===== src/cpu_pkg.sv =====
package cpu_pkg;

  // instruction fields
  localparam int OP_HI  = 31;
  localparam int OP_LO  = 24;
  localparam int RA_HI  = 23;
  localparam int RA_LO  = 20;
  localparam int RB_HI  = 19;
  localparam int RB_LO  = 16;
  localparam int RC_HI  = 15;
  localparam int RC_LO  = 12;
  localparam int IMM_HI = 15;
  localparam int IMM_LO = 0;

  typedef enum logic [7:0] {
    OP_NOP  = 8'h00,
    OP_ADD  = 8'h01,
    OP_SUB  = 8'h02,
    OP_AND  = 8'h03,
    OP_OR   = 8'h04,
    OP_XOR  = 8'h05,
    OP_ADDI = 8'h06,
    OP_LDI  = 8'h07,
    OP_LDW  = 8'h08,
    OP_LDB  = 8'h09,
    OP_STW  = 8'h0a,
    OP_STB  = 8'h0b,
    OP_CMP  = 8'h0c,
    OP_BEQ  = 8'h0d,
    OP_BNE  = 8'h0e,
    OP_BLT  = 8'h0f,
    OP_JMP  = 8'h10,
    OP_HALT = 8'h11
  } opcode_e;

  typedef enum logic [2:0] {
    S_FETCH,
    S_DECODE,
    S_EXEC,
    S_MEM_ADDR,
    S_MEM,
    S_WRITEBACK,
    S_BRANCH,
    S_HALTED
  } state_e;

  typedef enum logic [2:0] {ALU_ADD, ALU_SUB, ALU_AND, ALU_OR, ALU_XOR} alu_func_e;

  typedef enum logic [1:0] {PC_HOLD, PC_PLUS4, PC_REL, PC_REG} pc_sel_e;
  typedef enum logic {MAR_HOLD, MAR_ALU} mar_sel_e;
  typedef enum logic [1:0] {MDR_HOLD, MDR_BUS, MDR_REG} mdr_sel_e;
  typedef enum logic [1:0] {REG_ALU, REG_MDR, REG_IMM} reg_sel_e;
  typedef enum logic {ALU2_REG, ALU2_IMM} alu2_sel_e;
  typedef enum logic {CCR_HOLD, CCR_ALU} ccr_sel_e;

  typedef enum logic {SIZE_WORD, SIZE_BYTE} size_e;

endpackage


===== src/cpu_alu.sv =====
`timescale 1ns/1ps

module cpu_alu import cpu_pkg::*; (
  input  logic [31:0] in1_i,
  input  logic [31:0] in2_i,
  input  alu_func_e   func_i,
  output logic [31:0] out_o,
  output logic        c_o,
  output logic        n_o,
  output logic        v_o,
  output logic        z_o
);

  logic [32:0] sum;
  logic [32:0] diff;

  assign sum  = {1'b0, in1_i} + {1'b0, in2_i};
  assign diff = {1'b0, in1_i} - {1'b0, in2_i}; // bit 32 is the borrow

  always_comb begin
    out_o = sum[31:0];
    c_o   = 1'b0;
    v_o   = 1'b0;
    case (func_i)
      ALU_ADD: begin
        out_o = sum[31:0];
        c_o   = sum[32];
        v_o   = (in1_i[31] == in2_i[31]) && (sum[31] != in1_i[31]);
      end
      ALU_SUB: begin
        out_o = diff[31:0];
        c_o   = diff[32];
        // signs differ and result flipped away from in1
        v_o   = (in1_i[31] != in2_i[31]) && (diff[31] != in1_i[31]);
      end
      ALU_AND: out_o = in1_i & in2_i;
      ALU_OR:  out_o = in1_i | in2_i;
      ALU_XOR: out_o = in1_i ^ in2_i;
      default: begin
        out_o = sum[31:0];
        c_o   = sum[32];
      end
    endcase
  end

  assign n_o = out_o[31];
  assign z_o = (out_o == 32'h0);

endmodule


===== src/cpu_bus_lanes.sv =====
`timescale 1ns/1ps

module cpu_bus_lanes import cpu_pkg::*; (
  input  logic [1:0]  adr_lo_i,
  input  size_e       size_i,
  input  logic [31:0] mdr_i,
  input  logic [31:0] dat_i,
  output logic [3:0]  sel_o,
  output logic [31:0] dat_o,
  output logic [31:0] load_data_o
);

  logic [7:0] lane_byte;

  always_comb begin
    case (adr_lo_i)
      2'd0:    lane_byte = dat_i[7:0];
      2'd1:    lane_byte = dat_i[15:8];
      2'd2:    lane_byte = dat_i[23:16];
      default: lane_byte = dat_i[31:24];
    endcase
  end

  always_comb begin
    if (size_i == SIZE_BYTE) begin
      sel_o       = 4'b0001 << adr_lo_i; // one lane only
      dat_o       = {4{mdr_i[7:0]}};     // memory picks its lane via sel_o
      load_data_o = {24'h0, lane_byte};
    end else begin
      sel_o       = 4'b1111;
      dat_o       = mdr_i;
      load_data_o = dat_i;
    end
  end

endmodule


===== src/cpu_control.sv =====
`timescale 1ns/1ps

module cpu_control import cpu_pkg::*; (
  input  logic        clk_i,
  input  logic        rst_i,
  input  logic        ack_i,
  input  logic [31:0] ir_i,
  input  logic [2:0]  ccr_i,
  output pc_sel_e     pc_sel_o,
  output mar_sel_e    mar_sel_o,
  output mdr_sel_e    mdr_sel_o,
  output reg_sel_e    reg_sel_o,
  output alu2_sel_e   alu2_sel_o,
  output ccr_sel_e    ccr_sel_o,
  output alu_func_e   alu_func_o,
  output logic [3:0]  rd_addr1_o,
  output logic [3:0]  rd_addr2_o,
  output logic [3:0]  wr_addr_o,
  output logic        reg_write_o,
  output logic        ir_write_o,
  output logic        addr_sel_o,
  output size_e       size_o,
  output logic        cyc_o,
  output logic        we_o,
  output logic        halt_o
);

  state_e      state, state_next;
  opcode_e     op;
  logic [3:0]  ra, rb, rc;
  logic        cyc_next, we_next;
  logic        bus_done;
  logic        is_load, is_store, is_byte;
  logic        taken;

  assign op = opcode_e'(ir_i[OP_HI:OP_LO]);
  assign ra = ir_i[RA_HI:RA_LO];
  assign rb = ir_i[RB_HI:RB_LO];
  assign rc = ir_i[RC_HI:RC_LO];

  assign is_load  = (op == OP_LDW) || (op == OP_LDB);
  assign is_store = (op == OP_STW) || (op == OP_STB);
  assign is_byte  = (op == OP_LDB) || (op == OP_STB);
  assign bus_done = cyc_o && ack_i;

  always_comb begin
    case (op)
      OP_BEQ:  taken = ccr_i[0];
      OP_BNE:  taken = !ccr_i[0];
      OP_BLT:  taken = ccr_i[1];
      OP_JMP:  taken = 1'b1;
      default: taken = 1'b0;
    endcase
  end

  always_comb begin
    state_next  = state;
    cyc_next    = cyc_o;
    we_next     = we_o;
    pc_sel_o    = PC_HOLD;
    mar_sel_o   = MAR_HOLD;
    mdr_sel_o   = MDR_HOLD;
    reg_sel_o   = REG_ALU;
    alu2_sel_o  = ALU2_REG;
    ccr_sel_o   = CCR_HOLD;
    alu_func_o  = ALU_ADD;
    rd_addr1_o  = rb;
    rd_addr2_o  = rc;
    wr_addr_o   = ra;
    reg_write_o = 1'b0;
    ir_write_o  = 1'b0;

    case (state)
      S_FETCH: begin
        if (!cyc_o) begin
          cyc_next = 1'b1;
        end else if (ack_i) begin
          cyc_next   = 1'b0;
          ir_write_o = 1'b1;
          pc_sel_o   = PC_PLUS4;
          state_next = S_DECODE;
        end
      end
      S_DECODE: begin
        case (op)
          OP_NOP, OP_ADD, OP_SUB, OP_AND, OP_OR, OP_XOR, OP_ADDI, OP_LDI,
          OP_LDW, OP_LDB, OP_STW, OP_STB, OP_CMP, OP_BEQ, OP_BNE, OP_BLT,
          OP_JMP:  state_next = S_EXEC;
          default: state_next = S_HALTED; // HALT and unknown opcodes
        endcase
      end
      S_EXEC: begin
        state_next = S_FETCH;
        case (op)
          OP_ADD, OP_AND, OP_OR, OP_XOR: begin
            reg_write_o = 1'b1;
            case (op)
              OP_AND:  alu_func_o = ALU_AND;
              OP_OR:   alu_func_o = ALU_OR;
              OP_XOR:  alu_func_o = ALU_XOR;
              default: alu_func_o = ALU_ADD;
            endcase
          end
          OP_SUB: begin
            alu_func_o  = ALU_SUB;
            ccr_sel_o   = CCR_ALU;
            reg_write_o = 1'b1;
          end
          OP_CMP: begin
            alu_func_o = ALU_SUB; // flags only
            ccr_sel_o  = CCR_ALU;
          end
          OP_ADDI: begin
            alu2_sel_o  = ALU2_IMM;
            reg_write_o = 1'b1;
          end
          OP_LDI: begin
            reg_sel_o   = REG_IMM;
            reg_write_o = 1'b1;
          end
          OP_LDW, OP_LDB, OP_STW, OP_STB: state_next = S_MEM_ADDR;
          OP_BEQ, OP_BNE, OP_BLT, OP_JMP: begin
            if (taken) begin
              state_next = S_BRANCH;
            end
          end
          default: state_next = S_FETCH;
        endcase
      end
      S_MEM_ADDR: begin
        alu2_sel_o = ALU2_IMM; // rb + imm
        mar_sel_o  = MAR_ALU;
        rd_addr2_o = ra;       // store data
        mdr_sel_o  = MDR_REG;
        cyc_next   = 1'b1;
        we_next    = is_store;
        state_next = S_MEM;
      end
      S_MEM: begin
        if (bus_done) begin
          cyc_next   = 1'b0;
          we_next    = 1'b0;
          if (is_load) begin
            mdr_sel_o  = MDR_BUS;
            state_next = S_WRITEBACK;
          end else begin
            state_next = S_FETCH;
          end
        end
      end
      S_WRITEBACK: begin
        reg_sel_o   = REG_MDR;
        reg_write_o = 1'b1;
        state_next  = S_FETCH;
      end
      S_BRANCH: begin
        alu2_sel_o = ALU2_IMM;
        pc_sel_o   = (op == OP_JMP) ? PC_REG : PC_REL;
        state_next = S_FETCH;
      end
      default: state_next = S_HALTED; // stays until reset
    endcase
  end

  always_ff @(posedge clk_i or posedge rst_i) begin
    if (rst_i) begin
      state <= S_FETCH;
      cyc_o <= 1'b0;
      we_o  <= 1'b0;
    end else begin
      state <= state_next;
      cyc_o <= cyc_next;
      we_o  <= we_next;
    end
  end

  assign addr_sel_o = (state == S_MEM);
  assign size_o     = (state == S_MEM && is_byte) ? SIZE_BYTE : SIZE_WORD;
  assign halt_o     = (state == S_HALTED);

endmodule


===== src/cpu_datapath.sv =====
`timescale 1ns/1ps

module cpu_datapath import cpu_pkg::*; #(
  parameter logic [31:0] RESET_PC = 32'h0
) (
  input  logic        clk_i,
  input  logic        rst_i,
  input  logic [31:0] dat_i,
  input  logic [31:0] load_data_i,
  input  logic [31:0] alu_out_i,
  input  logic        c_i,
  input  logic        n_i,
  input  logic        v_i,
  input  logic        z_i,
  input  logic [31:0] rd_data1_i,
  input  logic [31:0] rd_data2_i,
  input  pc_sel_e     pc_sel_i,
  input  mar_sel_e    mar_sel_i,
  input  mdr_sel_e    mdr_sel_i,
  input  reg_sel_e    reg_sel_i,
  input  alu2_sel_e   alu2_sel_i,
  input  ccr_sel_e    ccr_sel_i,
  input  logic        ir_write_i,
  input  logic        addr_sel_i,
  output logic [31:0] ir_o,
  output logic [2:0]  ccr_o,
  output logic [31:0] adr_o,
  output logic [31:0] mdr_o,
  output logic [31:0] alu_in1_o,
  output logic [31:0] alu_in2_o,
  output logic [31:0] reg_wdata_o
);

  logic [31:0] pc, pc_next;
  logic [31:0] ir;
  logic [31:0] mdr, mdr_next;
  logic [31:0] mar, mar_next;
  logic [2:0]  ccr, ccr_next;
  logic [31:0] imm;

  assign imm = {{16{ir[IMM_HI]}}, ir[IMM_HI:IMM_LO]};

  always_comb begin
    case (pc_sel_i)
      PC_PLUS4: pc_next = pc + 32'd4;
      PC_REL:   pc_next = pc + imm;   // pc already points past the branch
      PC_REG:   pc_next = alu_out_i;  // register plus offset
      default:  pc_next = pc;
    endcase

    case (mar_sel_i)
      MAR_ALU: mar_next = alu_out_i;
      default: mar_next = mar;
    endcase

    case (mdr_sel_i)
      MDR_BUS: mdr_next = load_data_i;
      MDR_REG: mdr_next = rd_data2_i;
      default: mdr_next = mdr;
    endcase

    case (ccr_sel_i)
      CCR_ALU: ccr_next = {c_i, n_i ^ v_i, z_i}; // carry, less-than, zero
      default: ccr_next = ccr;
    endcase

    case (reg_sel_i)
      REG_MDR: reg_wdata_o = mdr;
      REG_IMM: reg_wdata_o = imm;
      default: reg_wdata_o = alu_out_i;
    endcase
  end

  always_ff @(posedge clk_i or posedge rst_i) begin
    if (rst_i) begin
      pc  <= RESET_PC;
      ir  <= 32'h0;
      mdr <= 32'h0;
      mar <= 32'h0;
      ccr <= 3'h0;
    end else begin
      pc  <= pc_next;
      mdr <= mdr_next;
      mar <= mar_next;
      ccr <= ccr_next;
      if (ir_write_i) begin
        ir <= dat_i;
      end
    end
  end

  assign alu_in1_o = rd_data1_i;
  assign alu_in2_o = (alu2_sel_i == ALU2_IMM) ? imm : rd_data2_i;

  assign adr_o = addr_sel_i ? mar : pc; // mar only for data cycles
  assign ir_o  = ir;
  assign ccr_o = ccr;
  assign mdr_o = mdr;

endmodule


===== src/cpu_regfile.sv =====
`timescale 1ns/1ps

module cpu_regfile (
  input  logic        clk_i,
  input  logic        rst_i,
  input  logic [3:0]  rd_addr1_i,
  input  logic [3:0]  rd_addr2_i,
  input  logic [3:0]  wr_addr_i,
  input  logic [31:0] wr_data_i,
  input  logic        wr_en_i,
  output logic [31:0] rd_data1_o,
  output logic [31:0] rd_data2_o
);

  logic [31:0] regs [16];

  always_ff @(posedge clk_i or posedge rst_i) begin
    if (rst_i) begin
      for (int i = 0; i < 16; i++) begin
        regs[i] <= 32'h0;
      end
    end else if (wr_en_i) begin
      regs[wr_addr_i] <= wr_data_i;
    end
  end

  // read ports are combinational
  assign rd_data1_o = regs[rd_addr1_i];
  assign rd_data2_o = regs[rd_addr2_i];

endmodule


===== src/cpu_top.sv =====
`timescale 1ns/1ps

module cpu_top import cpu_pkg::*; #(
  parameter logic [31:0] RESET_PC = 32'h0
) (
  input  logic        clk_i,
  input  logic        rst_i,
  input  logic        ack_i,
  input  logic [31:0] dat_i,
  output logic [31:0] adr_o,
  output logic [31:0] dat_o,
  output logic [3:0]  sel_o,
  output logic        cyc_o,
  output logic        we_o,
  output logic        halt_o
);

  pc_sel_e     pc_sel;
  mar_sel_e    mar_sel;
  mdr_sel_e    mdr_sel;
  reg_sel_e    reg_sel;
  alu2_sel_e   alu2_sel;
  ccr_sel_e    ccr_sel;
  alu_func_e   alu_func;
  size_e       size;
  logic        ir_write, addr_sel, reg_write;
  logic [3:0]  rd_addr1, rd_addr2, wr_addr;
  logic [31:0] ir, mdr, load_data, alu_out, alu_in1, alu_in2;
  logic [31:0] rd_data1, rd_data2, reg_wdata;
  logic [2:0]  ccr;
  logic        alu_c, alu_n, alu_v, alu_z;

  cpu_control u_control (
    .clk_i(clk_i), .rst_i(rst_i), .ack_i(ack_i), .ir_i(ir), .ccr_i(ccr),
    .pc_sel_o(pc_sel), .mar_sel_o(mar_sel), .mdr_sel_o(mdr_sel), .reg_sel_o(reg_sel),
    .alu2_sel_o(alu2_sel), .ccr_sel_o(ccr_sel), .alu_func_o(alu_func),
    .rd_addr1_o(rd_addr1), .rd_addr2_o(rd_addr2), .wr_addr_o(wr_addr),
    .reg_write_o(reg_write), .ir_write_o(ir_write), .addr_sel_o(addr_sel),
    .size_o(size), .cyc_o(cyc_o), .we_o(we_o), .halt_o(halt_o));

  cpu_datapath #(.RESET_PC(RESET_PC)) u_datapath (
    .clk_i(clk_i), .rst_i(rst_i), .dat_i(dat_i), .load_data_i(load_data),
    .alu_out_i(alu_out), .c_i(alu_c), .n_i(alu_n), .v_i(alu_v), .z_i(alu_z),
    .rd_data1_i(rd_data1), .rd_data2_i(rd_data2), .pc_sel_i(pc_sel), .mar_sel_i(mar_sel),
    .mdr_sel_i(mdr_sel), .reg_sel_i(reg_sel), .alu2_sel_i(alu2_sel), .ccr_sel_i(ccr_sel),
    .ir_write_i(ir_write), .addr_sel_i(addr_sel), .ir_o(ir), .ccr_o(ccr), .adr_o(adr_o),
    .mdr_o(mdr), .alu_in1_o(alu_in1), .alu_in2_o(alu_in2), .reg_wdata_o(reg_wdata));

  cpu_alu u_alu (
    .in1_i(alu_in1), .in2_i(alu_in2), .func_i(alu_func), .out_o(alu_out),
    .c_o(alu_c), .n_o(alu_n), .v_o(alu_v), .z_o(alu_z));

  cpu_regfile u_regfile (
    .clk_i(clk_i), .rst_i(rst_i), .rd_addr1_i(rd_addr1), .rd_addr2_i(rd_addr2),
    .wr_addr_i(wr_addr), .wr_data_i(reg_wdata), .wr_en_i(reg_write),
    .rd_data1_o(rd_data1), .rd_data2_o(rd_data2));

  cpu_bus_lanes u_bus_lanes (
    .adr_lo_i(adr_o[1:0]), .size_i(size), .mdr_i(mdr), .dat_i(dat_i),
    .sel_o(sel_o), .dat_o(dat_o), .load_data_o(load_data));

endmodule


===== config.mk =====
export PLATFORM = sky130hd
export DESIGN_NAME = cpu_top
export DESIGN_NICKNAME = d
export VERILOG_FILES = /design/src/cpu_pkg.sv /design/src/cpu_alu.sv /design/src/cpu_bus_lanes.sv /design/src/cpu_control.sv /design/src/cpu_datapath.sv /design/src/cpu_regfile.sv /design/src/cpu_top.sv
export SDC_FILE = /design/constraint.sdc
export NUM_CORES = 2
export LEC_CHECK = 0
export BUFFER_PORTS_ARGS = -buffer_cell sky130_fd_sc_hd__buf_2
export CORE_MARGIN = 4
export CORE_UTILIZATION = 56
export CTS_CLUSTER_SIZE = 12
export DETAILED_ROUTE_END_ITERATION = 16
export PLACE_DENSITY_LB_ADDON = 0.12
export SETUP_SLACK_MARGIN = 0.2
export SYNTH_ARGS = -nofsm -noshare
export SYNTH_HDL_FRONTEND = slang
export SYNTH_SLANG_ARGS = --single-unit

===== constraint.sdc =====
create_clock -name clk_i -period 64.3 [get_ports clk_i]
set_clock_uncertainty 0.05 [all_clocks]
set_input_delay 12.86 -clock clk_i [delete_from_list [all_inputs] [get_ports clk_i]]
set_output_delay 12.86 -clock clk_i [all_outputs]
set_load 0.02 [all_outputs]

==> key figures <==
Status
  – Status: finished clean

Synth
  – Number of synthesis warnings: 0
  – Post-Syn Nets: 4506
  – Top cells by area, synth: dfrtp_1, mux4_2, nand2_1, o21ai_0, ha_1
  – Synth area leader: dfrtp_1
  – Ys async rst share: 1.00
  – Synth top area share: 0.395
  – Register bit total from synthesis: 647
  – Number of synthesized flops with an enable pin: 0
  – Post-synthesis sequential area ratio: 0.395
  – Most used DFF post-synth: dfrtp_1
  – Syn Area/Cell: 9.45 um^2
  – Mapped cell area: 41000 um^2
  – Cells after synthesis: 4339
  – Synth cell types: 88

STA
  – Hold Fails Final Rpt: 0
  – Fmax: 59.6 MHz
  – Final setup vio count: 0
  – Slew HR: 0.135
  – Unrepaired setup endpoints after global routing: no
  – WHS: 425 ps
  – Crit share post-route: 0.261
  – Setup TNS: 0 ps
  – Slew Limit Fails: 0
  – Worst-margin pin slew: 1300 ps
  – Period minus WS final: around 17000 ps

Placed design
  – Placed Cells: 5107
  – Gp weighted congestion: 1.00
  – I/O Buffers: 105
  – Detailed placement HPWL: 90.9 mm
  – Placed Area: 42100 um^2

Layout
  – Cell Count, Final, Fillers Out: roughly 5200
  – Filler cell count: 5986
  – Fraction of layout cells with a size suffix above 1: 0.160
  – Area Overhead vs Synth: 8.72%
  – Final core utilization: 0.619
  – Design Area, Final: 44600 um^2
  – Final-stage net count: 4401

Routing
  – Vias per cell: 6.73
  – WL/cell: 26.6 um
  – Met3 wire length: 16.0 mm
  – Total number of vias: 35300
  – Met2 WL: between 60 and 70 mm
  – Detailed Route WL: 140 mm
  – Final ANT Viol Nets: 0
  – First-pass DRT Iterations: 8
  – Wire length on met1: 56.9 mm
  – Iter 0 DRT Violations: around 4400
  – DRC: 0
  – DR top layer: met5

Setup path
  – R2r endpoint: u_regfile.regs[184]
  – R2R cell count: 20
  – Startpoint types: flip-flop
  – Arrival @ worst endpoint: about 3900 ps
  – Critical Path Start: u_datapath.ir_o[28]
  – WP data required: 51390 ps
  – Biggest fanout along the worst timing path: 13
  – R2R Path Start: u_control.state[0]
  – Crit Path Class: flip-flop to output pin
  – Critical Path Sink Type: output pin
  – Setup slack, reg-to-reg: 55040 ps
  – End of the critical path: dat_o[8]

Clocking
  – CTS buffer count: 75
  – Htree depth: 3
  – CTS Root Cell: clkbuf_16
  – Hold-fix buffer count after cts: 0
  – Clk slew on worst S/H paths: about 60 ps
  – Post-CTS resize count: 0
  – CTS max path bufs: 3
  – CTS tree: done
  – Worst-Skew Late Latency: 650 ps
  – Post-CTS Repair Setup Buffers: 0
  – Clock sink count: 647

Floorplanning
  – Core Box Area: about 70000 um^2
  – Die area: approximately 78000 um^2
  – Io pins: about 110
  – Die X: roughly 280 um
  – Row cnt: 98
  – Height of the die: around 280 um
  – Starting density of the core: 0.570

Pwr
  – VDD IR-drop max: 0.0198 mV
  – Pwr dens: 19.3 nW/um^2
  – Leak: 19.1 nW

GRT
  – Vias in the first global route: 33500
  – Initial antenna violation count: 5
  – Pin count of the biggest net entering global routing: approximately 180
  – Grt total ovfl: 0
  – All-Layer GR Usage: 0.356
  – First-pass GRT wire length: 212 mm

Hold path
  – Worst hold path type: flip-flop to flip-flop
  – Hold Path Depth: 2

Flow run
  – Max-cap violations: 0
-- synthesized netlist by cell type (all sizes together) (24+ instances only) --
master / instances
a211oi: 71
a21o: 35
a21oi: 158
a222oi: 24
a31oi: 51
and2: 46
and3: 24
buf: 66
clkbuf: 285
dfrtp: 647
ha: 129
inv: 132
mux2: 47
mux4: 288
nand2: 987
nand3: 50
nor2: 159
nor3: 40
o211ai: 27
o21ai: 645
xnor2: 30
xor2: 24
-- layout make-up --
class,instances,area [um^2],area share
clock inverters,24,363,0.00814
repair buffers,169,1040,0.0234
inverters,133,507,0.0114
diodes,1,2.50,0.0000561
clock buffers,109,2150,0.0481
flip-flops and latches,647,16200,0.363
multi-input cells,3208,23100,0.519
well taps,950,1190,0.0267
-- metrics by stage --
| stage | setup WS (ps) | total power (W) |
|---|---|---|
| floorplan | 33260 | 0.000421 |
| global placement | 48370 | 0.000427 |
| detailed placement | 48250 | 0.000427 |
| CTS | 47590 | 0.000865 |
| global route | 47310 | 0.000883 |
| finish | 47510 | 0.000860 |
-- flip-flops by register name, summed over array words and instances, names as in the netlist --
signal and count:
u_regfile.regs 512, u_datapath.ir_o 32, u_datapath.mar 32, u_datapath.mdr_o 32, u_datapath.pc 32, u_control.state 3
u_datapath.ccr_o 2, u_control.cyc_o 1, u_control.we_o 1
-- kinds of logic after synthesis --
| group | synth area share |
|---|---|
| AO/OA/AOI/OAI | 0.183 |
| XOR/XNOR | 0.0115 |
| adder cells (fa/ha/maj) | 0.0408 |
| buffers and inverters | 0.0466 |
| flip-flops | 0.395 |
| multiplexers | 0.173 |
| AND/OR/NAND/NOR | 0.150 |
-- cells in the final DEF, fill, tap and decap left out, types with 69 or more instances in the layout --
cell / Yosys / layout
nand2_1: 986 / 972
buf_2: 32 / 105
nor2_1: 158 / 156
inv_1: 132 / 131
a211oi_1: 71 / 69
a21oi_1: 158 / 157
ha_1: 129 / 128
mux4_2: 288 / 288
clkbuf_16: 0 / 76
o21ai_0: 637 / 637
dfrtp_1: 647 / 643
-- worst max-delay path, cell delays in order, from the launching register on --
cell	delay [ps]
dfrtp_1	420
nor4_1	720
nand2_1	180
nor2_1	180
nand2_1	110
nor2_1	680
nand2_1	390
nand2_1	320
buf_2	220
-- report_power, final --
part	switching [W]	internal (W)	total (W)
Sequential	0	0.000407	0.000407
Combinational	0.0000104	0.00000147	0.0000119
Clock	0.000183	0.000258	0.000441
Total	0.000193	0.000667	0.000860
-- how the worst min path moves through the flow --
stage	from	to	slack, ps
after floorplan	u_datapath.mar[9]	u_datapath.mar[9]	390
after global placement	u_datapath.mar[18]	u_datapath.mar[18]	410
after detailed placement	u_datapath.mar[20]	u_datapath.mar[20]	420
after global routing	u_datapath.mar[20]	u_datapath.mar[20]	440
final	u_datapath.mar[20]	u_datapath.mar[20]	420
after CTS	u_datapath.mar[20]	u_datapath.mar[20]	430
-- layer usage --
metal | GRT usage | vias to the layer above
met5 | 0 | -
met4 | 0.146 | 4
met3 | 0.0888 | 374
met2 | 0.519 | 1938
met1 | 0.514 | 17400
li1 | - | 15500
No activity file was read; power rests on OpenSTA's default activity.
